`config.mk`:
```
export PLATFORM = sky130hd
export DESIGN_NAME = uart_regs_flat
export DESIGN_NICKNAME = d
export VERILOG_FILES = /design/src/logic/soc_pkg.sv /design/src/logic/wb_bus_if.sv /design/src/logic/uart_regs.sv /design/src/flat_wrapper.sv
export VERILOG_INCLUDE_DIRS = /design/src /design/src/logic
export SDC_FILE = /design/constraint.sdc
export NUM_CORES = 1
export LEC_CHECK = 0
export ABC_CLOCK_PERIOD_IN_PS = 2000
export BUFFER_PORTS_ARGS = -buffer_cell sky130_fd_sc_hd__buf_2
export CAP_MARGIN = 20
export CORE_ASPECT_RATIO = 0.5
export CORE_MARGIN = 3
export CORE_UTILIZATION = 29
export DETAILED_ROUTE_END_ITERATION = 6
export GPL_TIMING_DRIVEN = 0
export PLACE_DENSITY = 0.74
export SETUP_SLACK_MARGIN = 0.15
export SLEW_MARGIN = 5
export SYNTH_ARGS = -nofsm -noshare
export SYNTH_HDL_FRONTEND = slang
export SYNTH_SLANG_ARGS = --single-unit
```
`constraint.sdc`:
```
create_clock -name wb_clk_i -period 2 [get_ports wb_clk_i]
set_input_delay 0.1 -clock wb_clk_i [delete_from_list [all_inputs] [get_ports wb_clk_i]]
set_output_delay 0.1 -clock wb_clk_i [all_outputs]
set_load 0.01 [all_outputs]
```
`src/logic/soc_defs.svh`:
```
/* Bus widths, address map and UART offsets for the tile.
   Regions decode on the top address byte only. */

`ifndef SOC_DEFS_SVH
`define SOC_DEFS_SVH

////////////////////////////////////////////////////////////////////////////
// Bus widths
////////////////////////////////////////////////////////////////////////////
`define SOC_AW   32
`define SOC_DW   32
`define SOC_SELW 4

////////////////////////////////////////////////////////////////////////////
// Address map
////////////////////////////////////////////////////////////////////////////
// 2^10 words, 4 KiB of main RAM
`define SOC_MEM_AW 10

`define SOC_MEM_REGION  8'h00
`define SOC_UART_REGION 8'h90

////////////////////////////////////////////////////////////////////////////
// UART register numbers
////////////////////////////////////////////////////////////////////////////
`define SOC_UART_RBR_THR 3'd0
`define SOC_UART_IER     3'd1
`define SOC_UART_LSR     3'd5
`define SOC_UART_SCR     3'd7

`endif
```
`src/logic/soc_pkg.sv`:
```
/* Bus word types and the two address views used by the slaves.
   The union assumes a 32-bit address. */

`include "soc_defs.svh"

package soc_pkg;

  typedef logic [`SOC_AW-1:0]   wb_addr_t;
  typedef logic [`SOC_DW-1:0]   wb_data_t;
  typedef logic [`SOC_SELW-1:0] wb_sel_t;

  // Master index, lower value wins arbitration
  typedef enum logic [1:0] {
    MST_DATA = 2'd0,
    MST_INSN = 2'd1,
    MST_DBG  = 2'd2
  } mst_e;

  typedef struct packed {
    logic [7:0]  region;
    logic [21:0] word;
    logic [1:0]  lane;
  } mem_view_t;

  typedef struct packed {
    logic [7:0]  region;
    logic [18:0] unused;
    logic [2:0]  reg_num;
    logic [1:0]  lane;
  } uart_view_t;

  // Same address word, RAM or UART layout
  typedef union packed {
    mem_view_t  mem;
    uart_view_t uart;
  } wb_addr_u;

endpackage

```
`src/logic/wb_bus_if.sv`:
```
/* Wishbone classic bus, no bursts and no retry.
   Request is held until ack or err. */

`timescale 1ns/1ps

interface wb_bus_if;

  // Master to slave
  soc_pkg::wb_addr_t adr;
  soc_pkg::wb_data_t dat_m2s;
  soc_pkg::wb_sel_t  sel;
  logic              we;
  logic              cyc;
  logic              stb;

  // Slave to master
  soc_pkg::wb_data_t dat_s2m;
  logic              ack;
  logic              err;

  modport master (
    output adr, dat_m2s, sel, we, cyc, stb,
    input  dat_s2m, ack, err
  );

  modport slave (
    input  adr, dat_m2s, sel, we, cyc, stb,
    output dat_s2m, ack, err
  );

endinterface

```
`src/logic/uart_regs.sv`:
```
/* UART register subset on byte lane 0, serial line replaced by strobes.
   Only the receive data-ready interrupt exists. */

`timescale 1ns/1ps
`include "soc_defs.svh"

module uart_regs (
  input  logic       wb_clk_i,
  input  logic       rst_i,
  wb_bus_if.slave    bus,
  input  logic [7:0] rx_data_i,
  input  logic       rx_valid_i,
  output logic [7:0] tx_data_o,
  output logic       tx_valid_o,
  output logic       irq_o
);

  soc_pkg::wb_addr_u addr_u;
  logic [2:0]        reg_num;
  logic              access;
  logic              wr;
  logic              rd;
  logic              ack_q;
  logic              dr_q;
  logic              ier_q;
  logic              tx_valid_q;
  logic [7:0]        rx_data_q;
  logic [7:0]        scr_q;
  logic [7:0]        tx_data_q;
  logic [7:0]        rd_q;

  assign addr_u  = bus.adr;
  assign reg_num = addr_u.uart.reg_num;
  assign access  = bus.cyc & bus.stb & ~ack_q;
  assign wr      = access & bus.we & bus.sel[0];
  assign rd      = access & ~bus.we;

  ////////////////////////////////////////////////////////////////////////////
  // Control state
  ////////////////////////////////////////////////////////////////////////////
  always_ff @(posedge wb_clk_i) begin
    if (rst_i) begin
      ack_q      <= 1'b0;
      dr_q       <= 1'b0;
      ier_q      <= 1'b0;
      tx_valid_q <= 1'b0;
    end else begin
      ack_q      <= access;
      tx_valid_q <= wr && (reg_num == `SOC_UART_RBR_THR);
      if (wr && (reg_num == `SOC_UART_IER)) begin
        ier_q <= bus.dat_m2s[0];
      end
      // A new byte wins over a read in the same cycle
      if (rx_valid_i) begin
        dr_q <= 1'b1;
      end else if (rd && (reg_num == `SOC_UART_RBR_THR)) begin
        dr_q <= 1'b0;
      end
    end
  end

  ////////////////////////////////////////////////////////////////////////////
  // Data registers
  ////////////////////////////////////////////////////////////////////////////
  always_ff @(posedge wb_clk_i) begin
    if (rx_valid_i) begin
      rx_data_q <= rx_data_i;
    end
    if (wr && (reg_num == `SOC_UART_SCR)) begin
      scr_q <= bus.dat_m2s[7:0];
    end
    if (wr && (reg_num == `SOC_UART_RBR_THR)) begin
      tx_data_q <= bus.dat_m2s[7:0];
    end
    if (rd) begin
      case (reg_num)
        `SOC_UART_RBR_THR: rd_q <= rx_data_q;
        `SOC_UART_IER:     rd_q <= {7'b0, ier_q};
        `SOC_UART_LSR:     rd_q <= {2'b00, 1'b1, 4'b0000, dr_q}; // bit 5 THR empty
        `SOC_UART_SCR:     rd_q <= scr_q;
        default:           rd_q <= 8'h00;
      endcase
    end
  end

  assign bus.ack     = ack_q;
  assign bus.err     = 1'b0;
  assign bus.dat_s2m = {{(`SOC_DW-8){1'b0}}, rd_q};

  assign tx_data_o  = tx_data_q;
  assign tx_valid_o = tx_valid_q;
  assign irq_o      = ier_q & dr_q;

endmodule

```
`src/flat_wrapper.sv`:
```
// flat-port wrapper written by rule: the top's interface ports become plain ports
module uart_regs_flat 
  (wb_clk_i, rst_i, rx_data_i, rx_valid_i, tx_data_o, tx_valid_o, irq_o, bus_adr, bus_dat_m2s, bus_sel, bus_we, bus_cyc, bus_stb, bus_dat_s2m, bus_ack, bus_err);
  wb_bus_if bus_i ();
  input  logic wb_clk_i;
  input  logic rst_i;
  input  logic [7:0] rx_data_i;
  input  logic rx_valid_i;
  output logic [7:0] tx_data_o;
  output logic tx_valid_o;
  output logic irq_o;
  input wire logic [$bits(bus_i.adr)-1:0] bus_adr;
  input wire logic [$bits(bus_i.dat_m2s)-1:0] bus_dat_m2s;
  input wire logic [$bits(bus_i.sel)-1:0] bus_sel;
  input wire logic [$bits(bus_i.we)-1:0] bus_we;
  input wire logic [$bits(bus_i.cyc)-1:0] bus_cyc;
  input wire logic [$bits(bus_i.stb)-1:0] bus_stb;
  output wire logic [$bits(bus_i.dat_s2m)-1:0] bus_dat_s2m;
  output wire logic [$bits(bus_i.ack)-1:0] bus_ack;
  output wire logic [$bits(bus_i.err)-1:0] bus_err;
  assign bus_i.adr = bus_adr;
  assign bus_i.dat_m2s = bus_dat_m2s;
  assign bus_i.sel = bus_sel;
  assign bus_i.we = bus_we;
  assign bus_i.cyc = bus_cyc;
  assign bus_i.stb = bus_stb;
  assign bus_dat_s2m = bus_i.dat_s2m;
  assign bus_ack = bus_i.ack;
  assign bus_err = bus_i.err;
  uart_regs u_core (.wb_clk_i(wb_clk_i), .rst_i(rst_i), .bus(bus_i), .rx_data_i(rx_data_i), .rx_valid_i(rx_valid_i), .tx_data_o(tx_data_o), .tx_valid_o(tx_valid_o), .irq_o(irq_o));
endmodule
```
==> metrics.md <==
| Metric | Value |
|---|---|
| Status | completed |
| Postcts setup bufs | 0 |
| Number of global-route vias before repair | 920 |
| Die area | 6100 µm² |
| Worst path cell trace | nand3b_1 > or2_2 > nor2_2 |
| CTS H-tree depth | 2 |
| Slowest Stage Delay on Critical Path | 370 ps |
| Unique cell type count in the Yosys netlist | 25 |
| Final ANT Viol Nets | 0 |
| Residual DRC | 0 |
| Setup crit end kind | flop |
| Synthesis-to-finish area growth | 40.2% |
| Diode count | 0 |
| IO Port Bufs | 42 |
| Mapped Area | 1490 µm² |
| Worst slew pin tran | 623 ps |
| Sequential area share after synthesis | 0.697 |
| Slowest CP cell | or2_2 |
| Arr. time, crit path | 1540 ps |
| Maximum clock path buffer count | 2 |
| Post-Syn Instances | 99 |
| Max-slew violations | 0 |
| Yosys reg bits | 36 |
| Fin nets | 264 |
| Antenna violations before repair | 0 |
| Clk_lat worst skew | 280 ps |
| Clock skew | 1.42 ps |
| Hold Crit Class | in2reg |
| Max cap viols | 0 |
| IO Count | 126 |
| Wire length per cell | 11.9 µm |
| Die Y | 56.7 µm |
| Fin crit period | 1610 ps |
| Synth warn | 0 |
| Reg2Reg Setup Slack | 390 ps |
| CTS tree | yes |
| DR pass1 iterations | 4 |
| CTS sink count | 36 |
| Placed cells | 231 |
| GRT Util Overall | 0.0967 |
| Initial Utilization | 0.319 |
| Hpwl dp | 2180 µm |
| PwrDens | 776 nW/µm² |
| Row count | 17 |
| Multi-input gate area | 343 µm² |
| VDD IR-drop max | 0.000282 V |
| Final RePlAce weighted congestion | 0.721 |
| Reg clk slew, reported paths | 70 ps |
| Max FO, Critical Path | 8 |
| Setup TNS Final | 0 ps |
| Critical Path Start Type | flop |
| Placement Cell Area | 1880 µm² |
| Layout cells sized above 1 | 0.470 |
| Root Driver | clkbuf_8 |
| Filler cells | 430 |
| Place WS | 191 ps |
| Util after Layout | 0.447 |
| Endpoints failing hold | 0 |
| Die W | 107 µm |
| Period utilization | 0.804 |
| Number of DRC markers in iteration 0 | 65 |
| Most frequent cells in the layout | buf_2 (43), edfxtp_1 (32), buf_4 (25), conb_1 (25), dlygate4sd3_1 (10) |
| Largest net degree at the start of global routing | 13 |
| Finished layout cell area | 2090 µm² |
| Commonest non-fill, non-tap cell in the layout | buf_2 |
| First-pass GRT wire length | 4490 µm |
| Static Leak | 0.894 nW |
| FMAX | 622 MHz |
| Post-route setup slack | 392 ps |
| Pwr Total | 1.62 mW |
| Vias per inst | 3.87 |
| Seq. cell area | 1040 µm² |
| CTS Buf Count | 5 |
| Crit path kind | reg2reg |
| Hold_ws | 12.1 ps |
| WL final | 2970 µm |
| Total number of vias | 964 |
| Post-Syn Area per Cell | 15.1 µm² |
| Core area | 4680 µm² |
| RSZ-0062 raised after global routing | false |
| Setup violators final | 0 |
| Non-Filler Instances | 249 |
| Worst EP required | 1940 ps |
| Grt ovf | 0 |
| Max_slew headroom | 0.581 |
==> path summary, 6_finish.rpt <==
path             startpoint                  end  cells after the start
max          u_core.bus.ack  u_core.tx_data_o[0]                      3
min          bus_dat_m2s[3]      u_core.scr_q[3]                      1
max reg2reg  u_core.bus.ack  u_core.tx_data_o[0]                      3
min reg2reg     u_core.dr_q          u_core.dr_q                      2
==> cell usage after synthesis <==
| cell type | instances | area (µm²) |
|---|---|---|
| dfxtp_1 | 4 | 80.1 |
| or2_2 | 1 | 6.26 |
| a22o_1 | 2 | 17.5 |
| nand3b_1 | 1 | 7.51 |
| buf_2 | 1 | 5.00 |
| and2_1 | 2 | 12.5 |
| a22o_2 | 3 | 30.0 |
| nor2_1 | 6 | 22.5 |
| a32o_1 | 1 | 10.0 |
| nand2b_1 | 2 | 12.5 |
| nor4_2 | 1 | 12.5 |
| edfxtp_1 | 32 | 961 |
| nand4b_1 | 1 | 8.76 |
| a21oi_1 | 1 | 5.00 |
| or3_4 | 1 | 11.3 |
| buf_6 | 1 | 11.3 |
| nor4_1 | 1 | 6.26 |
| conb_1 | 1 | 3.75 |
| o2bb2ai_1 | 1 | 8.76 |
| nand2_1 | 3 | 11.3 |
| and3_2 | 1 | 7.51 |
| nor3_1 | 3 | 15.0 |
| buf_4 | 25 | 188 |
| mux2i_1 | 3 | 30.0 |
| o32ai_1 | 1 | 8.76 |
==> critical path, delay by kind of cell (launching register included) <==
family        cells  cell delay [ps]
flops             1              320
simple gates      3              940
==> repair_timing <==
action | 4_1_cts | 5_1_grt
resized for setup | 0 | 2
setup endpoints to repair | 0 | 16
hold endpoints to repair | 8 | 4
hold buffers | 7 | 3
==> cell type report <==
type,instances,area share
plain buffers,27,0.0975
repair buffers,52,0.148
flip-flops and latches,36,0.498
clock inverters,3,0.0203
multi-input cells,60,0.164
clock buffers,5,0.0329
well taps,66,0.0395
==> layer usage <==
metal  routed length [µm]  vias up  part of all wire  GRT usage
met1                 1180      446              0.40      0.104
met5                    0        -                 0          0
met4                   49        0             0.016     0.0486
met3                  225        5             0.076     0.0299
li1                     -      477                 -          -
met2                 1510       36              0.51      0.172
==> registers in the layout (all words and copies together) (netlist names) <==
| register | count |
|---|---|
| u_core.rd_q | 8 |
| u_core.rx_data_q | 8 |
| u_core.scr_q | 8 |
| u_core.tx_data_o | 8 |
| u_core.bus.ack | 1 |
| u_core.dr_q | 1 |
| u_core.ier_q | 1 |
| u_core.tx_valid_o | 1 |
==> cell families (layout without fill, tap and decap cells) <==
group,Yosys count,count (layout),share of synthesized area
flip-flops,36,36,0.697
buffers and inverters,27,87,0.137
AND/OR/NAND/NOR,23,23,0.0897
AO/OA/AOI/OAI,9,9,0.0536
multiplexers,3,3,0.0201
other,1,25,0.00251
==> power breakdown <==
part	switching (mW)	total (mW)	internal, mW	leakage, nW
combinational	0.0752	0.158	0.0825	0.515
sequential	0.00725	0.850	0.843	0.325
clock	0.248	0.616	0.368	0.0541
total	0.330	1.62	1.29	0.894
(Power assumes the default switching activity.)
