File: config.mk
export PLATFORM = sky130hd
export DESIGN_NAME = wb_master_arbiter_flat
export DESIGN_NICKNAME = d
export VERILOG_FILES = /design/src/logic/soc_pkg.sv /design/src/logic/wb_bus_if.sv /design/src/logic/wb_master_arbiter.sv /design/src/flat_wrapper.sv
export VERILOG_INCLUDE_DIRS = /design/src /design/src/logic
export SDC_FILE = /design/constraint.sdc
export NUM_CORES = 1
export LEC_CHECK = 0
export ABC_AREA = 1
export BUFFER_PORTS_ARGS = -buffer_cell sky130_fd_sc_hd__buf_4
export CORE_AREA = 5 5 162 164
export CTS_CLUSTER_SIZE = 8
export DETAILED_ROUTE_END_ITERATION = 10
export DIE_AREA = 0 0 167 169
export HOLD_SLACK_MARGIN = 0.15
export SYNTH_ARGS = -nofsm -noshare
export SYNTH_HDL_FRONTEND = slang
export SYNTH_SLANG_ARGS = --single-unit
export TNS_END_PERCENT = 20
File: constraint.sdc
create_clock -name wb_clk_i -period 1.75 [get_ports wb_clk_i]
set_input_delay 0 -clock wb_clk_i [delete_from_list [all_inputs] [get_ports wb_clk_i]]
set_output_delay 0 -clock wb_clk_i [all_outputs]
set_load 0.1 [all_outputs]
File: src/logic/soc_defs.svh
/* Bus widths, address map and UART offsets for the tile.
   Regions decode on the top address byte only. */

`ifndef SOC_DEFS_SVH
`define SOC_DEFS_SVH

////////////////////////////////////////////////////////////////////////////
// Bus widths
////////////////////////////////////////////////////////////////////////////
`define SOC_AW   32
`define SOC_DW   32
`define SOC_SELW 4

////////////////////////////////////////////////////////////////////////////
// Address map
////////////////////////////////////////////////////////////////////////////
// 2^10 words, 4 KiB of main RAM
`define SOC_MEM_AW 10

`define SOC_MEM_REGION  8'h00
`define SOC_UART_REGION 8'h90

////////////////////////////////////////////////////////////////////////////
// UART register numbers
////////////////////////////////////////////////////////////////////////////
`define SOC_UART_RBR_THR 3'd0
`define SOC_UART_IER     3'd1
`define SOC_UART_LSR     3'd5
`define SOC_UART_SCR     3'd7

`endif
File: src/logic/soc_pkg.sv
/* Bus word types and the two address views used by the slaves.
   The union assumes a 32-bit address. */

`include "soc_defs.svh"

package soc_pkg;

  typedef logic [`SOC_AW-1:0]   wb_addr_t;
  typedef logic [`SOC_DW-1:0]   wb_data_t;
  typedef logic [`SOC_SELW-1:0] wb_sel_t;

  // Master index, lower value wins arbitration
  typedef enum logic [1:0] {
    MST_DATA = 2'd0,
    MST_INSN = 2'd1,
    MST_DBG  = 2'd2
  } mst_e;

  typedef struct packed {
    logic [7:0]  region;
    logic [21:0] word;
    logic [1:0]  lane;
  } mem_view_t;

  typedef struct packed {
    logic [7:0]  region;
    logic [18:0] unused;
    logic [2:0]  reg_num;
    logic [1:0]  lane;
  } uart_view_t;

  // Same address word, RAM or UART layout
  typedef union packed {
    mem_view_t  mem;
    uart_view_t uart;
  } wb_addr_u;

endpackage

File: src/logic/wb_bus_if.sv
/* Wishbone classic bus, no bursts and no retry.
   Request is held until ack or err. */

`timescale 1ns/1ps

interface wb_bus_if;

  // Master to slave
  soc_pkg::wb_addr_t adr;
  soc_pkg::wb_data_t dat_m2s;
  soc_pkg::wb_sel_t  sel;
  logic              we;
  logic              cyc;
  logic              stb;

  // Slave to master
  soc_pkg::wb_data_t dat_s2m;
  logic              ack;
  logic              err;

  modport master (
    output adr, dat_m2s, sel, we, cyc, stb,
    input  dat_s2m, ack, err
  );

  modport slave (
    input  adr, dat_m2s, sel, we, cyc, stb,
    output dat_s2m, ack, err
  );

endinterface

File: src/logic/wb_master_arbiter.sv
/* Fixed priority data > insn > debug with the grant held while cyc stays high.
   Waiting masters see neither ack nor err. */

`timescale 1ns/1ps

module wb_master_arbiter (
  input  logic              wb_clk_i,
  input  logic              rst_i,
  input  soc_pkg::wb_addr_t dwb_adr_i,
  input  soc_pkg::wb_data_t dwb_dat_i,
  input  soc_pkg::wb_sel_t  dwb_sel_i,
  input  logic              dwb_we_i,
  input  logic              dwb_cyc_i,
  input  logic              dwb_stb_i,
  output soc_pkg::wb_data_t dwb_dat_o,
  output logic              dwb_ack_o,
  output logic              dwb_err_o,
  input  soc_pkg::wb_addr_t iwb_adr_i,
  input  soc_pkg::wb_data_t iwb_dat_i,
  input  soc_pkg::wb_sel_t  iwb_sel_i,
  input  logic              iwb_we_i,
  input  logic              iwb_cyc_i,
  input  logic              iwb_stb_i,
  output soc_pkg::wb_data_t iwb_dat_o,
  output logic              iwb_ack_o,
  output logic              iwb_err_o,
  input  soc_pkg::wb_addr_t dbg_adr_i,
  input  soc_pkg::wb_data_t dbg_dat_i,
  input  soc_pkg::wb_sel_t  dbg_sel_i,
  input  logic              dbg_we_i,
  input  logic              dbg_cyc_i,
  input  logic              dbg_stb_i,
  output soc_pkg::wb_data_t dbg_dat_o,
  output logic              dbg_ack_o,
  output logic              dbg_err_o,
  wb_bus_if.master          bus
);

  soc_pkg::mst_e owner_q;
  soc_pkg::mst_e cur;
  logic          busy_q;
  logic          owner_cyc;
  logic          hold;

  ////////////////////////////////////////////////////////////////////////////
  // Grant selection
  ////////////////////////////////////////////////////////////////////////////
  always_comb begin
    case (owner_q)
      soc_pkg::MST_DATA: owner_cyc = dwb_cyc_i;
      soc_pkg::MST_INSN: owner_cyc = iwb_cyc_i;
      default:           owner_cyc = dbg_cyc_i;
    endcase
    hold = busy_q && owner_cyc;
    // Idle bus goes to the highest requester in the same cycle
    if (hold)           cur = owner_q;
    else if (dwb_cyc_i) cur = soc_pkg::MST_DATA;
    else if (iwb_cyc_i) cur = soc_pkg::MST_INSN;
    else                cur = soc_pkg::MST_DBG;
  end

  always_ff @(posedge wb_clk_i) begin
    if (rst_i) begin
      busy_q  <= 1'b0;
      owner_q <= soc_pkg::MST_DATA;
    end else begin
      busy_q  <= bus.cyc;
      owner_q <= cur;
    end
  end

  ////////////////////////////////////////////////////////////////////////////
  // Request mux
  ////////////////////////////////////////////////////////////////////////////
  always_comb begin
    case (cur)
      soc_pkg::MST_DATA: begin
        bus.adr     = dwb_adr_i;
        bus.dat_m2s = dwb_dat_i;
        bus.sel     = dwb_sel_i;
        bus.we      = dwb_we_i;
        bus.cyc     = dwb_cyc_i;
        bus.stb     = dwb_stb_i;
      end
      soc_pkg::MST_INSN: begin
        bus.adr     = iwb_adr_i;
        bus.dat_m2s = iwb_dat_i;
        bus.sel     = iwb_sel_i;
        bus.we      = iwb_we_i;
        bus.cyc     = iwb_cyc_i;
        bus.stb     = iwb_stb_i;
      end
      default: begin
        bus.adr     = dbg_adr_i;
        bus.dat_m2s = dbg_dat_i;
        bus.sel     = dbg_sel_i;
        bus.we      = dbg_we_i;
        bus.cyc     = dbg_cyc_i;
        bus.stb     = dbg_stb_i;
      end
    endcase
  end

  // Response goes back to the current owner only
  assign dwb_ack_o = bus.ack && (cur == soc_pkg::MST_DATA);
  assign dwb_err_o = bus.err && (cur == soc_pkg::MST_DATA);
  assign dwb_dat_o = (cur == soc_pkg::MST_DATA) ? bus.dat_s2m : '0;
  assign iwb_ack_o = bus.ack && (cur == soc_pkg::MST_INSN);
  assign iwb_err_o = bus.err && (cur == soc_pkg::MST_INSN);
  assign iwb_dat_o = (cur == soc_pkg::MST_INSN) ? bus.dat_s2m : '0;
  assign dbg_ack_o = bus.ack && (cur == soc_pkg::MST_DBG);
  assign dbg_err_o = bus.err && (cur == soc_pkg::MST_DBG);
  assign dbg_dat_o = (cur == soc_pkg::MST_DBG) ? bus.dat_s2m : '0;

  // A request still waiting for its response keeps the bus
  a_owner_held : assert property (@(posedge wb_clk_i) disable iff (rst_i)
    (bus.cyc && bus.stb && !bus.ack && !bus.err) |=> (cur == $past(cur)));

endmodule

File: src/flat_wrapper.sv
// flat-port wrapper written by rule: the top's interface ports become plain ports
module wb_master_arbiter_flat 
  (wb_clk_i, rst_i, dwb_adr_i, dwb_dat_i, dwb_sel_i, dwb_we_i, dwb_cyc_i, dwb_stb_i, dwb_dat_o, dwb_ack_o, dwb_err_o, iwb_adr_i, iwb_dat_i, iwb_sel_i, iwb_we_i, iwb_cyc_i, iwb_stb_i, iwb_dat_o, iwb_ack_o, iwb_err_o, dbg_adr_i, dbg_dat_i, dbg_sel_i, dbg_we_i, dbg_cyc_i, dbg_stb_i, dbg_dat_o, dbg_ack_o, dbg_err_o, bus_adr, bus_dat_m2s, bus_sel, bus_we, bus_cyc, bus_stb, bus_dat_s2m, bus_ack, bus_err);
  wb_bus_if bus_i ();
  input  logic wb_clk_i;
  input  logic rst_i;
  input  soc_pkg::wb_addr_t dwb_adr_i;
  input  soc_pkg::wb_data_t dwb_dat_i;
  input  soc_pkg::wb_sel_t dwb_sel_i;
  input  logic dwb_we_i;
  input  logic dwb_cyc_i;
  input  logic dwb_stb_i;
  output soc_pkg::wb_data_t dwb_dat_o;
  output logic dwb_ack_o;
  output logic dwb_err_o;
  input  soc_pkg::wb_addr_t iwb_adr_i;
  input  soc_pkg::wb_data_t iwb_dat_i;
  input  soc_pkg::wb_sel_t iwb_sel_i;
  input  logic iwb_we_i;
  input  logic iwb_cyc_i;
  input  logic iwb_stb_i;
  output soc_pkg::wb_data_t iwb_dat_o;
  output logic iwb_ack_o;
  output logic iwb_err_o;
  input  soc_pkg::wb_addr_t dbg_adr_i;
  input  soc_pkg::wb_data_t dbg_dat_i;
  input  soc_pkg::wb_sel_t dbg_sel_i;
  input  logic dbg_we_i;
  input  logic dbg_cyc_i;
  input  logic dbg_stb_i;
  output soc_pkg::wb_data_t dbg_dat_o;
  output logic dbg_ack_o;
  output logic dbg_err_o;
  output wire logic [$bits(bus_i.adr)-1:0] bus_adr;
  output wire logic [$bits(bus_i.dat_m2s)-1:0] bus_dat_m2s;
  output wire logic [$bits(bus_i.sel)-1:0] bus_sel;
  output wire logic [$bits(bus_i.we)-1:0] bus_we;
  output wire logic [$bits(bus_i.cyc)-1:0] bus_cyc;
  output wire logic [$bits(bus_i.stb)-1:0] bus_stb;
  input wire logic [$bits(bus_i.dat_s2m)-1:0] bus_dat_s2m;
  input wire logic [$bits(bus_i.ack)-1:0] bus_ack;
  input wire logic [$bits(bus_i.err)-1:0] bus_err;
  assign bus_adr = bus_i.adr;
  assign bus_dat_m2s = bus_i.dat_m2s;
  assign bus_sel = bus_i.sel;
  assign bus_we = bus_i.we;
  assign bus_cyc = bus_i.cyc;
  assign bus_stb = bus_i.stb;
  assign bus_i.dat_s2m = bus_dat_s2m;
  assign bus_i.ack = bus_ack;
  assign bus_i.err = bus_err;
  wb_master_arbiter u_core (.wb_clk_i(wb_clk_i), .rst_i(rst_i), .dwb_adr_i(dwb_adr_i), .dwb_dat_i(dwb_dat_i), .dwb_sel_i(dwb_sel_i), .dwb_we_i(dwb_we_i), .dwb_cyc_i(dwb_cyc_i), .dwb_stb_i(dwb_stb_i), .dwb_dat_o(dwb_dat_o), .dwb_ack_o(dwb_ack_o), .dwb_err_o(dwb_err_o), .iwb_adr_i(iwb_adr_i), .iwb_dat_i(iwb_dat_i), .iwb_sel_i(iwb_sel_i), .iwb_we_i(iwb_we_i), .iwb_cyc_i(iwb_cyc_i), .iwb_stb_i(iwb_stb_i), .iwb_dat_o(iwb_dat_o), .iwb_ack_o(iwb_ack_o), .iwb_err_o(iwb_err_o), .dbg_adr_i(dbg_adr_i), .dbg_dat_i(dbg_dat_i), .dbg_sel_i(dbg_sel_i), .dbg_we_i(dbg_we_i), .dbg_cyc_i(dbg_cyc_i), .dbg_stb_i(dbg_stb_i), .dbg_dat_o(dbg_dat_o), .dbg_ack_o(dbg_ack_o), .dbg_err_o(dbg_err_o), .bus(bus_i));
endmodule
==> qor.txt <==
clk sinks: 3
crit path kind: reg2out
worst relative slew slack: 0.7714
WP data arrival: 1.87 ns
die height: 169 microns
CTS H-tree depth: 1
clock-pin slew on the worst setup and hold paths: 0.03 ns
via/cell ratio: 4.237
max-slew violations: 0
Row Count: 58
failing checks: setup timing
Syn Nets: 743
ANT nets after route: 0
Worst Tran Pin Value: 0.3425 ns
fmax: 535.2 MHz
outcome: complete, but fails checks
num ports: 422
Max Fanout on Critical Path: 17
post-synthesis sequential area ratio: 0.02677
total track usage: 0.1357
r2r startpoint: u_core.owner_q[0]$_SDFF_PP0_
Area growth, synth to finish: 333.8%
routability congestion estimate from global placement: 0.9463
Setup violations, final: 137
WP data required: 1.75 ns
Skew-Pair Late Insertion Delay: 0.22 ns
final hold violation count: 0
largest net degree at the start of global routing: 38
yosys warns: 0
RSZ-0062 raised after global routing: true
hold path startpoint: dbg_dat_i[22]
width of the chip: 167 microns
1st-pass router iterations: 5
final net count: 1179
DRC: 0
Die Area: 0.02822 sq mm
fin worst setup slack: -0.1186 ns
Final Skew: 0.0005373 ns
Leak Pwr: 4.525 nW
Cells after Synth: 494
total grt overflow: 0
Total Routed Length: 22740 microns
Synth area leader: nand3_1
Num CTS Buffers: 3
Root Buffer: clkbuf_16
Iter 0 DRT Violations: 295
antenna violations before repair: 0
max cap viols: 0
Final Power: 7.449 mW
first-pass GRT wire length: 31380 microns
syn_area_per_cell: 4.541 sq um
Worst VDD drop: 0.0004432 V
Hold Slack: 0.3876 ns
vias after detailed routing: 5334
startpoint types: register
synth unique cells: 15
core area: 0.02475 sq mm
TritonCTS clock tree: yes
register bit total from synthesis: 3
Buffers on Ports: 421
setup TNS: -5.668 ns
Synth top area share: 0.4774
main area contributors after synthesis: nand3_1 (48%), nor2_1 (18%), nand2_1 (13%), inv_1 (6.5%), buf_2 (5.8%)
CP startpoint: u_core.owner_q[1]$_SDFF_PP0_
fin crit share: 1.068
Hold Path Class: in2out
vias in the first global route: 5651
power per cell area: 765.4 mW/mm^2
mapped cell area: 0.002243 sq mm
HPWL Detailed: 15430 microns
layout cells sized above 1: 0.6954
placed cells: 1242
Max Root-Sink Buffers: 2
Routed wire per std cell: 18.06 microns
diode count: 0
CP Capture Type: output pin
final cell count without fillers: 1259
Initial Util: 0.09066
minimum clock period: 1.869 ns
## per-stage QoR
step / cell area (sq um) / util / worst slack, ns
2_1_floorplan: 2664 / - / -0.3025
3_3_place_gp: 6528 / 0.2638 / -0.03440
3_5_place_dp: 6528 / 0.2638 / -0.03541
4_1_cts: 9029 / 0.3649 / -0.08986
5_1_grt: 9732 / 0.3933 / -0.2030
6_report: 9732 / 0.3933 / -0.1186
## timing repair
action | CTS | global route
pin swaps | 7 | 7
gates cloned | 2 | 7
setup buffers | 1 | 1
gates resized for setup | 555 | 111
endpoints found under the setup margin | 172 | 173
hold endpoints to repair | 3 | 0
hold buffers | 2 | 0
## cell usage after synthesis (all sizes together)
| cell | n |
|---|---|
| nand3 | 214 |
| nor2 | 106 |
| nand2 | 83 |
| inv | 40 |
| buf | 33 |
| clkbuf | 12 |
| dfxtp | 3 |
| a21oi | 2 |
| a21boi | 1 |
## placed cells by master, fill, tap and decap left out
| cell | instances |
|---|---|
| nand3_4 | 1 |
| buf_8 | 5 |
| nand2_4 | 1 |
| buf_6 | 14 |
| buf_16 | 4 |
| buf_12 | 184 |
| dlygate4sd3_1 | 2 |
| buf_4 | 261 |
| nor2_1 | 4 |
| clkbuf_1 | 1 |
| a21oi_1 | 1 |
| a21oi_4 | 1 |
| nand2_8 | 3 |
| nor2_4 | 91 |
| nand2_1 | 75 |
| nand3_1 | 161 |
| inv_1 | 39 |
| a21boi_4 | 1 |
| nor2_2 | 11 |
| clkbuf_16 | 9 |
| nand3_2 | 52 |
| dfxtp_2 | 3 |
| nand2_2 | 4 |
| inv_2 | 1 |
## area by class of cell
class / count / area, sq um
fill: 2375 / 15010
timing repair buffer: 476 / 6156
multi-input combinational: 406 / 2870
sequential: 3 / 63.81
inverter: 40 / 150.1
clock buffer: 4 / 78.83
tap: 330 / 412.9
## worst max-delay path: stages (launching register included)
cell and delay [ns]:
dfxtp_2 0.33, a21boi_4 0.19, nand2_4 0.09, a21oi_4 0.18, buf_12 0.18, nand2_8 0.08
clkbuf_16 0.22, nor2_2 0.17, buf_12 0.19
## final timing paths
path	to	slack (ns)	cells past startpoint
worst max register to register	u_core.busy_q$_SDFF_PP0_	0.44	9
worst min register to register	u_core.owner_q[0]$_SDFF_PP0_	0.99	6
worst min-delay path	bus_dat_m2s[22]	0.39	4
worst max-delay path	dwb_dat_o[10]	-0.12	8
## registers in the layout, indices dropped and copies added (netlist names)
| name | count |
|---|---|
| u_core.busy_q | 1 |
| u_core.owner_q | 2 |
## per-layer routing
metal | up-vias | GRT usage | wire [microns]
li1 | 2501 | - | -
met4 | 0 | 0.04055 | 568
met5 | - | 0 | 0
met3 | 47 | 0.03176 | 1764
met1 | 2467 | 0.1448 | 7826
met2 | 319 | 0.2636 | 12580
## report_power, final
group / internal, mW / total, mW / switching, mW
logic: 2.52 / 7.00 / 4.48
clock network: 0.301 / 0.366 / 0.0653
registers: 0.0748 / 0.0783 / 0.00356
## kinds of logic after synthesis
logic type,synth area share
compound gates,0.01450
buf+inv,0.1617
simple gates,0.7970
flops,0.02677
Power figures use the tool's default switching activity.
