<file path="src/logic/soc_defs.svh">
/* Bus widths, address map and UART offsets for the tile.
   Regions decode on the top address byte only. */

`ifndef SOC_DEFS_SVH
`define SOC_DEFS_SVH

////////////////////////////////////////////////////////////////////////////
// Bus widths
////////////////////////////////////////////////////////////////////////////
`define SOC_AW   32
`define SOC_DW   32
`define SOC_SELW 4

////////////////////////////////////////////////////////////////////////////
// Address map
////////////////////////////////////////////////////////////////////////////
// 2^10 words, 4 KiB of main RAM
`define SOC_MEM_AW 10

`define SOC_MEM_REGION  8'h00
`define SOC_UART_REGION 8'h90

////////////////////////////////////////////////////////////////////////////
// UART register numbers
////////////////////////////////////////////////////////////////////////////
`define SOC_UART_RBR_THR 3'd0
`define SOC_UART_IER     3'd1
`define SOC_UART_LSR     3'd5
`define SOC_UART_SCR     3'd7

`endif
</file>
<file path="src/logic/soc_pkg.sv">
/* Bus word types and the two address views used by the slaves.
   The union assumes a 32-bit address. */

`include "soc_defs.svh"

package soc_pkg;

  typedef logic [`SOC_AW-1:0]   wb_addr_t;
  typedef logic [`SOC_DW-1:0]   wb_data_t;
  typedef logic [`SOC_SELW-1:0] wb_sel_t;

  // Master index, lower value wins arbitration
  typedef enum logic [1:0] {
    MST_DATA = 2'd0,
    MST_INSN = 2'd1,
    MST_DBG  = 2'd2
  } mst_e;

  typedef struct packed {
    logic [7:0]  region;
    logic [21:0] word;
    logic [1:0]  lane;
  } mem_view_t;

  typedef struct packed {
    logic [7:0]  region;
    logic [18:0] unused;
    logic [2:0]  reg_num;
    logic [1:0]  lane;
  } uart_view_t;

  // Same address word, RAM or UART layout
  typedef union packed {
    mem_view_t  mem;
    uart_view_t uart;
  } wb_addr_u;

endpackage

</file>
<file path="src/logic/wb_bus_if.sv">
/* Wishbone classic bus, no bursts and no retry.
   Request is held until ack or err. */

`timescale 1ns/1ps

interface wb_bus_if;

  // Master to slave
  soc_pkg::wb_addr_t adr;
  soc_pkg::wb_data_t dat_m2s;
  soc_pkg::wb_sel_t  sel;
  logic              we;
  logic              cyc;
  logic              stb;

  // Slave to master
  soc_pkg::wb_data_t dat_s2m;
  logic              ack;
  logic              err;

  modport master (
    output adr, dat_m2s, sel, we, cyc, stb,
    input  dat_s2m, ack, err
  );

  modport slave (
    input  adr, dat_m2s, sel, we, cyc, stb,
    output dat_s2m, ack, err
  );

endinterface

</file>
<file path="src/logic/wb_slave_decoder.sv">
/* Routes on the top address byte to RAM or UART.
   Any other region gets err one cycle after stb. */

`timescale 1ns/1ps
`include "soc_defs.svh"

module wb_slave_decoder (
  input  logic     wb_clk_i,
  input  logic     rst_i,
  wb_bus_if.slave  up,
  wb_bus_if.master mem,
  wb_bus_if.master uart
);

  soc_pkg::wb_addr_u addr_u;
  logic              hit_mem;
  logic              hit_uart;
  logic              err_q;

  assign addr_u   = up.adr;
  assign hit_mem  = (addr_u.mem.region == `SOC_MEM_REGION);
  assign hit_uart = (addr_u.uart.region == `SOC_UART_REGION);

  ////////////////////////////////////////////////////////////////////////////
  // Request fan-out
  ////////////////////////////////////////////////////////////////////////////
  assign mem.adr     = up.adr;
  assign mem.dat_m2s = up.dat_m2s;
  assign mem.sel     = up.sel;
  assign mem.we      = up.we;
  assign mem.cyc     = up.cyc & hit_mem;
  assign mem.stb     = up.stb & hit_mem;

  assign uart.adr     = up.adr;
  assign uart.dat_m2s = up.dat_m2s;
  assign uart.sel     = up.sel;
  assign uart.we      = up.we;
  assign uart.cyc     = up.cyc & hit_uart;
  assign uart.stb     = up.stb & hit_uart;

  // Unmapped access, dropped the cycle after it fires
  always_ff @(posedge wb_clk_i) begin
    if (rst_i) begin
      err_q <= 1'b0;
    end else begin
      err_q <= up.cyc & up.stb & ~hit_mem & ~hit_uart & ~err_q;
    end
  end

  ////////////////////////////////////////////////////////////////////////////
  // Response merge
  ////////////////////////////////////////////////////////////////////////////
  assign up.dat_s2m = hit_uart ? uart.dat_s2m :
                      hit_mem  ? mem.dat_s2m  : '0;
  assign up.ack     = mem.ack | uart.ack;
  assign up.err     = err_q | mem.err | uart.err;

  a_ack_err_excl : assert property (@(posedge wb_clk_i) disable iff (rst_i)
    !(up.ack && up.err));

endmodule

</file>
<file path="src/flat_wrapper.sv">
// flat-port wrapper written by rule: the top's interface ports become plain ports
module wb_slave_decoder_flat 
  (wb_clk_i, rst_i, up_adr, up_dat_m2s, up_sel, up_we, up_cyc, up_stb, up_dat_s2m, up_ack, up_err, mem_adr, mem_dat_m2s, mem_sel, mem_we, mem_cyc, mem_stb, mem_dat_s2m, mem_ack, mem_err, uart_adr, uart_dat_m2s, uart_sel, uart_we, uart_cyc, uart_stb, uart_dat_s2m, uart_ack, uart_err);
  wb_bus_if up_i ();
  wb_bus_if mem_i ();
  wb_bus_if uart_i ();
  input  logic wb_clk_i;
  input  logic rst_i;
  input wire logic [$bits(up_i.adr)-1:0] up_adr;
  input wire logic [$bits(up_i.dat_m2s)-1:0] up_dat_m2s;
  input wire logic [$bits(up_i.sel)-1:0] up_sel;
  input wire logic [$bits(up_i.we)-1:0] up_we;
  input wire logic [$bits(up_i.cyc)-1:0] up_cyc;
  input wire logic [$bits(up_i.stb)-1:0] up_stb;
  output wire logic [$bits(up_i.dat_s2m)-1:0] up_dat_s2m;
  output wire logic [$bits(up_i.ack)-1:0] up_ack;
  output wire logic [$bits(up_i.err)-1:0] up_err;
  output wire logic [$bits(mem_i.adr)-1:0] mem_adr;
  output wire logic [$bits(mem_i.dat_m2s)-1:0] mem_dat_m2s;
  output wire logic [$bits(mem_i.sel)-1:0] mem_sel;
  output wire logic [$bits(mem_i.we)-1:0] mem_we;
  output wire logic [$bits(mem_i.cyc)-1:0] mem_cyc;
  output wire logic [$bits(mem_i.stb)-1:0] mem_stb;
  input wire logic [$bits(mem_i.dat_s2m)-1:0] mem_dat_s2m;
  input wire logic [$bits(mem_i.ack)-1:0] mem_ack;
  input wire logic [$bits(mem_i.err)-1:0] mem_err;
  output wire logic [$bits(uart_i.adr)-1:0] uart_adr;
  output wire logic [$bits(uart_i.dat_m2s)-1:0] uart_dat_m2s;
  output wire logic [$bits(uart_i.sel)-1:0] uart_sel;
  output wire logic [$bits(uart_i.we)-1:0] uart_we;
  output wire logic [$bits(uart_i.cyc)-1:0] uart_cyc;
  output wire logic [$bits(uart_i.stb)-1:0] uart_stb;
  input wire logic [$bits(uart_i.dat_s2m)-1:0] uart_dat_s2m;
  input wire logic [$bits(uart_i.ack)-1:0] uart_ack;
  input wire logic [$bits(uart_i.err)-1:0] uart_err;
  assign up_i.adr = up_adr;
  assign up_i.dat_m2s = up_dat_m2s;
  assign up_i.sel = up_sel;
  assign up_i.we = up_we;
  assign up_i.cyc = up_cyc;
  assign up_i.stb = up_stb;
  assign up_dat_s2m = up_i.dat_s2m;
  assign up_ack = up_i.ack;
  assign up_err = up_i.err;
  assign mem_adr = mem_i.adr;
  assign mem_dat_m2s = mem_i.dat_m2s;
  assign mem_sel = mem_i.sel;
  assign mem_we = mem_i.we;
  assign mem_cyc = mem_i.cyc;
  assign mem_stb = mem_i.stb;
  assign mem_i.dat_s2m = mem_dat_s2m;
  assign mem_i.ack = mem_ack;
  assign mem_i.err = mem_err;
  assign uart_adr = uart_i.adr;
  assign uart_dat_m2s = uart_i.dat_m2s;
  assign uart_sel = uart_i.sel;
  assign uart_we = uart_i.we;
  assign uart_cyc = uart_i.cyc;
  assign uart_stb = uart_i.stb;
  assign uart_i.dat_s2m = uart_dat_s2m;
  assign uart_i.ack = uart_ack;
  assign uart_i.err = uart_err;
  wb_slave_decoder u_core (.wb_clk_i(wb_clk_i), .rst_i(rst_i), .up(up_i), .mem(mem_i), .uart(uart_i));
endmodule
</file>
<file path="config.mk">
export PLATFORM = sky130hd
export DESIGN_NAME = wb_slave_decoder_flat
export DESIGN_NICKNAME = d
export VERILOG_FILES = /design/src/logic/soc_pkg.sv /design/src/logic/wb_bus_if.sv /design/src/logic/wb_slave_decoder.sv /design/src/flat_wrapper.sv
export VERILOG_INCLUDE_DIRS = /design/src /design/src/logic
export SDC_FILE = /design/constraint.sdc
export NUM_CORES = 1
export LEC_CHECK = 0
export BUFFER_PORTS_ARGS = -buffer_cell sky130_fd_sc_hd__buf_4
export CAP_MARGIN = 20
export CORE_AREA = 2 2 124 126
export DETAILED_ROUTE_END_ITERATION = 7
export DIE_AREA = 0 0 126 128
export PLACE_DENSITY_LB_ADDON = 0.2
export SLEW_MARGIN = 20
export SYNTH_ARGS = -nofsm -noshare
export SYNTH_HDL_FRONTEND = slang
export SYNTH_SLANG_ARGS = --single-unit
</file>
<file path="constraint.sdc">
create_clock -name wb_clk_i -period 1.5 [get_ports wb_clk_i]
set_input_delay 0.225 -clock wb_clk_i [delete_from_list [all_inputs] [get_ports wb_clk_i]]
set_output_delay 0.225 -clock wb_clk_i [all_outputs]
set_load 0.03 [all_outputs]
</file>
==> impl_metrics.py, run 1 <==
metrics = {
    "cts": {
        "clk_latency_ns": 0,
        "ctsHoldBuffers": 0,
    },
    "layout": {
        "area_growth_pct": 18.1,
        "top_register": "u_core.err_q",
        "reg_top3": "u_core.err_q (1)",
        "antenna_cells": 0,
        "finalNetCount": 366,
        "drive_above_1_share": 0.673,
        "largest_reg_flops": 1,
        "post-route-util": 0.126,
        "fillers": 1757,
    },
    "timing": {
        "rsz0062_at_grt": "yes",
        "finClkSkew_ns": 0,
        "period_share": 0.988,
        "timing.slew.headroom": 0.809,
        "setup-tns-final_ns": 0,
        "fmax_mhz": 675,
        "finalWorstSetupSlack_ns": 0.0185,
        "finalHoldWorstSlack_ns": 0.450,
        "worst_slew_pin_slew_ns": 0.286,
        "fin_crit_ns": 1.48,
        "setup_viol": 0,
        "final-max-slew-violation-count": 0,
        "final_hold_viol_count": 0,
    },
    "synth": {
        "yosysMostFrequentCell": "buf_4",
        "mappedNetlistNets": 372,
        "synthArstFlopShare": 0,
        "synth_top_cell_by_area": "buf_4",
        "syn_avg_cell_area_um2": 6.85,
        "synth_cell_types": 14,
        "synth_area_leaders": "buf_4 66%, a22oi_1 15%, nor2_1 9.3%",
        "ys_ff_latch": 1,
        "ys_warn_count": 0,
        "yosysSeqAreaShare": 0.0127,
        "synth_top_cell_area_share": 0.655,
        "syn-cell-area_um2": 1580,
        "synth_edf_count": 0,
        "synthCells": 231,
        "yosys-top-cells-count": "138 x buf_4, 39 x nor2_1, 32 x a22oi_1",
        "yosys_most_used_dff": "dfxtp_1",
    },
    "worst_setup_path": {
        "arrival_ns": 1.26,
        "critPathKind": "in -> out",
        "path_max_fanout": 18,
        "crit_path_end_kind": "output pin",
        "r2r_start": "u_core.err_q$_SDFF_PP0_",
        "r2r_cells": 2,
        "start_kind": "input port",
        "cp.required_ns": 1.27,
        "r2r_setup_slack_ns": 0.85,
        "rr_endpoint": "u_core.err_q$_SDFF_PP0_",
    },
    "flow_run": {
        "drv_cap": 0,
    },
    "hold_path": {
        "whs_path_depth": 0,
        "min_to": "mem_dat_m2s[5]",
        "holdCritPathClass": "in -> out",
        "min-delay-start": "up_dat_m2s[5]",
    },
    "floorplan": {
        "core_um2": 14900,
        "die_h_um": 128,
        "die_w_um": 126,
        "start_util": 0.106,
        "fp-row-count": 45,
        "io-pin-count": 317,
        "die_area_um2": 16100,
    },
    "pwr": {
        "ir_worst_vdd_v": 0.000129,
        "p_leak_uw": 0.000834,
        "power.density_nw_per_um2": 229,
    },
    "global_routing": {
        "grt_max_degree": 20,
        "grt.overflow.total": 0,
        "track_usage": 0.0571,
        "antenna_found_initial": 0,
        "grt_pass1_wl_um": 7410,
        "grt_pass1_vias": 1363,
    },
    "drt": {
        "dr.pass1.iters": 4,
        "first_iter_violations": 25,
        "wl_per_cell_um": 12.8,
        "route.detailed.drc": 0,
        "via_per_inst": 3.20,
        "vias": 1316,
        "wirelength_um": 5280,
        "postRouteAntennaNets": 0,
    },
    "placed_design": {
        "io_buffers": 133,
        "gp_congestion": 0.678,
        "dp_hpwl_um": 4480,
        "pre_cts_ws_ns": -0.0828,
    },
    "run_status": {
        "status": "completed",
    },
}
## power by group
| part | internal [µW] | switching [µW] |
|---|---|---|
| Sequential | 28.3 | 0.474 |
| Combinational | 222 | 176 |
| Clock | 0 | 0 |
## stage by stage
step	cells	power, µW	cell area (µm²)
detailed placement	411	426	1810
floorplan	231	812	1580
finish	411	427	1870
global placement	411	425	1810
CTS	411	430	1810
global route	411	458	1870
## repair_timing
item | CTS | global route
pin swaps | 0 | 1
buffers inserted | 0 | 0
resized for setup | 1 | 16
setup endpoints to repair | 36 | 34
cloned | 0 | 0
## logic make-up (layout without fill, tap and decap cells)
family                 Yosys count  in the layout  synth area share
AO/OA/AOI/OAI                   33             33             0.159
buffers and inverters          148            140             0.699
AND/OR/NAND/NOR                 49             49             0.130
flip-flops                       1              1            0.0127
## critical path: stages
cell	delay, ns
buf_4	0.13
nor4_4	0.28
nand2_2	0.12
buf_8	0.17
nor2_1	0.14
buf_4	0.18
## worst max path at each step
stage,start,to,cells past startpoint
floorplan,up_adr[29],up_dat_s2m[10],4
global placement,up_adr[29],up_dat_s2m[19],6
detailed placement,up_adr[29],up_dat_s2m[19],6
CTS,up_adr[29],up_dat_s2m[19],6
global route,up_adr[29],up_dat_s2m[28],6
finish,up_adr[29],up_dat_s2m[28],6
## layer usage
metal	global-route usage	vias up	wire length, µm
li1	-	602	-
met1	0.0490	559	1510
met2	0.116	99	2800
met3	0.00960	56	570
met4	0.0420	0	396
met5	0	-	0
## final cells by class
class	count	area (µm²)	share of cell area
timing repair buffer	140	1120	0.601
multi-input combinational	82	490	0.263
tap	188	235	0.126
sequential	1	20.0	0.0107
## layout by cell type (no fill, tap or decap)
cell type,synthesis,routed
and2_1,1,1
or3_1,1,1
buf_4,138,130
buf_12,0,3
o2111a_1,1,1
nor4_4,0,1
nor2_1,39,33
nand2_1,4,4
a22oi_1,32,32
nor2_2,1,5
nor2_4,0,2
or2_2,1,1
buf_8,0,2
dfxtp_1,1,1
buf_6,3,5
nand2_2,1,1
(Power assumes the default switching activity.)
==> inputs of run 2 (changes only) <==
Settings changed: ABC_AREA set to 1, CORE_AREA 2 2 124 126 to 2 2 125 127, CTS_CLUSTER_DIAMETER set to 150, DIE_AREA 0 0 126 128 to 0 0 127 129.
==> run 2 against run 1 <==
Sequential share of layout area is 0.28 points lower. Worst setup slack better by 0.025 ns. Wire length is 25% higher. Fmax is 1.7% higher. Cell count is 25% higher. Global-route usage is 0.30 points higher. Clock skew stayed put. First-iteration DRC count is 20% lower. Area after synthesis is 11% higher. Register-to-register slack worse by 0.03 ns. Die area is 1.6% higher. Highest routed layer unchanged.
==> impl_metrics.py, run 2 <==
metrics = {
    "layout": {
        "drive_above_1_share": 0.590,
        "antenna_cells": 0,
        "area_growth_pct": 44.6,
        "reg_top3": "u_core.err_q (1)",
        "stdcell_count": 512,
        "largest_reg_flops": 1,
        "final_common_cell": "buf_4",
        "final_cell_mix": "113 x buf_4, 85 x nand2_1, 33 x buf_6",
        "finish.instance_area_um2": 2540,
        "finalNetCount": 467,
        "top_register": "u_core.err_q",
    },
    "timing": {
        "fin_crit_ns": 1.46,
        "rsz0062_at_grt": "yes",
        "final_hold_viol_count": 0,
        "final-max-slew-violation-count": 0,
        "finClkSkew_ns": 0,
        "timing.slew.headroom": 0.870,
        "setup_viol": 0,
        "period_share": 0.971,
        "finalHoldWorstSlack_ns": 0.450,
        "worst_slew_pin_slew_ns": 0.195,
        "fmax_mhz": 687,
    },
    "drt": {
        "vias": 1635,
        "wl_per_cell_um": 12.8,
        "wirelength_um": 6570,
        "dr.pass1.iters": 4,
        "first_iter_violations": 20,
        "route.detailed.drc": 0,
        "postRouteAntennaNets": 0,
        "via_per_inst": 3.19,
    },
    "worst_setup_path": {
        "rr_endpoint": "u_core.err_q$_SDFF_PP0_",
        "critPathKind": "in -> out",
        "path_max_fanout": 6,
        "crit_path_end_kind": "output pin",
        "critPathCapture": "up_dat_s2m[29]",
        "r2r_start": "u_core.err_q$_SDFF_PP0_",
        "cp.required_ns": 1.27,
        "r2r_setup_slack_ns": 0.82,
        "crit_start": "up_adr[26]",
        "r2r_cells": 3,
        "arrival_ns": 1.23,
        "start_kind": "input port",
    },
    "floorplan": {
        "die_w_um": 127,
        "die_area_um2": 16400,
        "core_um2": 15000,
        "io-pin-count": 317,
        "start_util": 0.117,
        "fp-row-count": 45,
        "die_h_um": 129,
    },
    "synth": {
        "yosys-top-cells-count": "145 x buf_4, 105 x nand2_1, 25 x inv_1",
        "synthCells": 309,
        "ys_warn_count": 0,
        "synth_top_cell_area_share": 0.621,
        "yosys_most_used_dff": "dfxtp_1",
        "syn_avg_cell_area_um2": 5.68,
        "ys_ff_latch": 1,
        "syn-cell-area_um2": 1750,
        "yosysMostFrequentCell": "buf_4",
        "synth_top_cell_by_area": "buf_4",
        "yosysSeqAreaShare": 0.0114,
        "synth_edf_count": 0,
        "synth_cell_types": 10,
        "mappedNetlistNets": 450,
        "synthArstFlopShare": 0,
        "synth_area_leaders": "buf_4 62%, nand2_1 22%, inv_1 5.3%",
    },
    "run_status": {
        "status": "completed",
    },
    "placed_design": {
        "dp_cells": 498,
        "dp_hpwl_um": 4710,
        "io_buffers": 133,
        "gp_congestion": 0.680,
        "place_area_um2": 2050,
    },
    "global_routing": {
        "grt_pass1_vias": 1542,
        "grt_pass1_wl_um": 7950,
        "track_usage": 0.0601,
        "grt.overflow.total": 0,
        "grt_max_degree": 23,
        "antenna_found_initial": 0,
    },
    "pwr": {
        "p_leak_uw": 0.00142,
        "ir_worst_vdd_v": 0.0000695,
        "power.density_nw_per_um2": 163,
    },
    "flow_run": {
        "drv_cap": 0,
    },
    "cts": {
        "clk_latency_ns": 0,
        "ctsHoldBuffers": 0,
    },
    "hold_path": {
        "holdCritPathClass": "in -> out",
    },
}
-- run 2: changes by cell type in the layout (fill, tap and decap cells not counted), sizes merged --
cell,previous run,this run
and2,1,0
nor4,1,0
nand2,5,106
o2111a,1,0
a22oi,32,0
clkbuf,0,6
nor2,40,27
nor3,0,3
buf,140,154
inv,0,25
-- run 2: through the flow --
stage          total power [µW]  TNS, ns  utilization  worst slack [ns]
2_1_floorplan               778        0            -             0.114
3_3_place_gp                374    -1.74        0.137           -0.0917
3_5_place_dp                375    -1.13        0.137           -0.0644
4_1_cts                     380        0        0.138            0.0114
5_1_grt                     444   -0.198        0.169           -0.0260
6_report                    413        0        0.169            0.0435
-- run 2: power breakdown --
part / internal, µW / switching [µW] / total [µW]
registers: 28.3 / 0.623 / 28.9
logic: 219 / 165 / 384
clock network: 0 / 0 / 0
-- run 2: logic make-up after synthesis --
| family | share of synthesized area |
|---|---|
| AND/OR/NAND/NOR | 0.315 |
| buffers and inverters | 0.674 |
| flip-flops | 0.0114 |
-- run 2: worst min-delay path by stage --
stage	start	to	slack (ns)	depth (start not counted)
2_1_floorplan	rst_i	u_core.err_q$_SDFF_PP0_	0.38	3
3_3_place_gp	up_dat_m2s[20]	mem_dat_m2s[20]	0.45	0
3_5_place_dp	up_dat_m2s[20]	mem_dat_m2s[20]	0.45	0
4_1_cts	up_dat_m2s[20]	mem_dat_m2s[20]	0.45	0
5_1_grt	up_dat_m2s[28]	mem_dat_m2s[28]	0.45	0
6_report	up_sel[2]	mem_sel[2]	0.45	0
-- run 2: layout make-up --
class | instances | area [µm²]
timing repair buffer | 160 | 1520
sequential | 1 | 20.0
multi-input combinational | 138 | 667
inverter | 25 | 93.8
tap | 188 | 235
fill | 1736 | 12400
-- run 2: routing by layer --
layer  vias up  share of wire  global-route usage
met2       112           0.52               0.108
met4         0          0.037              0.0297
met3        39          0.085              0.0121
li1        795              -                   -
met1       689           0.36              0.0676
met5         -              0                   0
-- run 2: repair_timing --
action,in CTS,in global routing
setup endpoints to repair,32,31
endpoints found under the hold margin,0,0
buffers inserted,0,6
gates resized for setup,7,65
gates cloned,0,8
pin swaps,1,16
-- run 2: critical path, stage by stage --
cell	delay (ns)
buf_8	0.10
nor2_4	0.12
nand2_4	0.09
nor2_4	0.13
buf_12	0.15
buf_12	0.15
nand2_4	0.06
nand2_2	0.07
buf_6	0.12
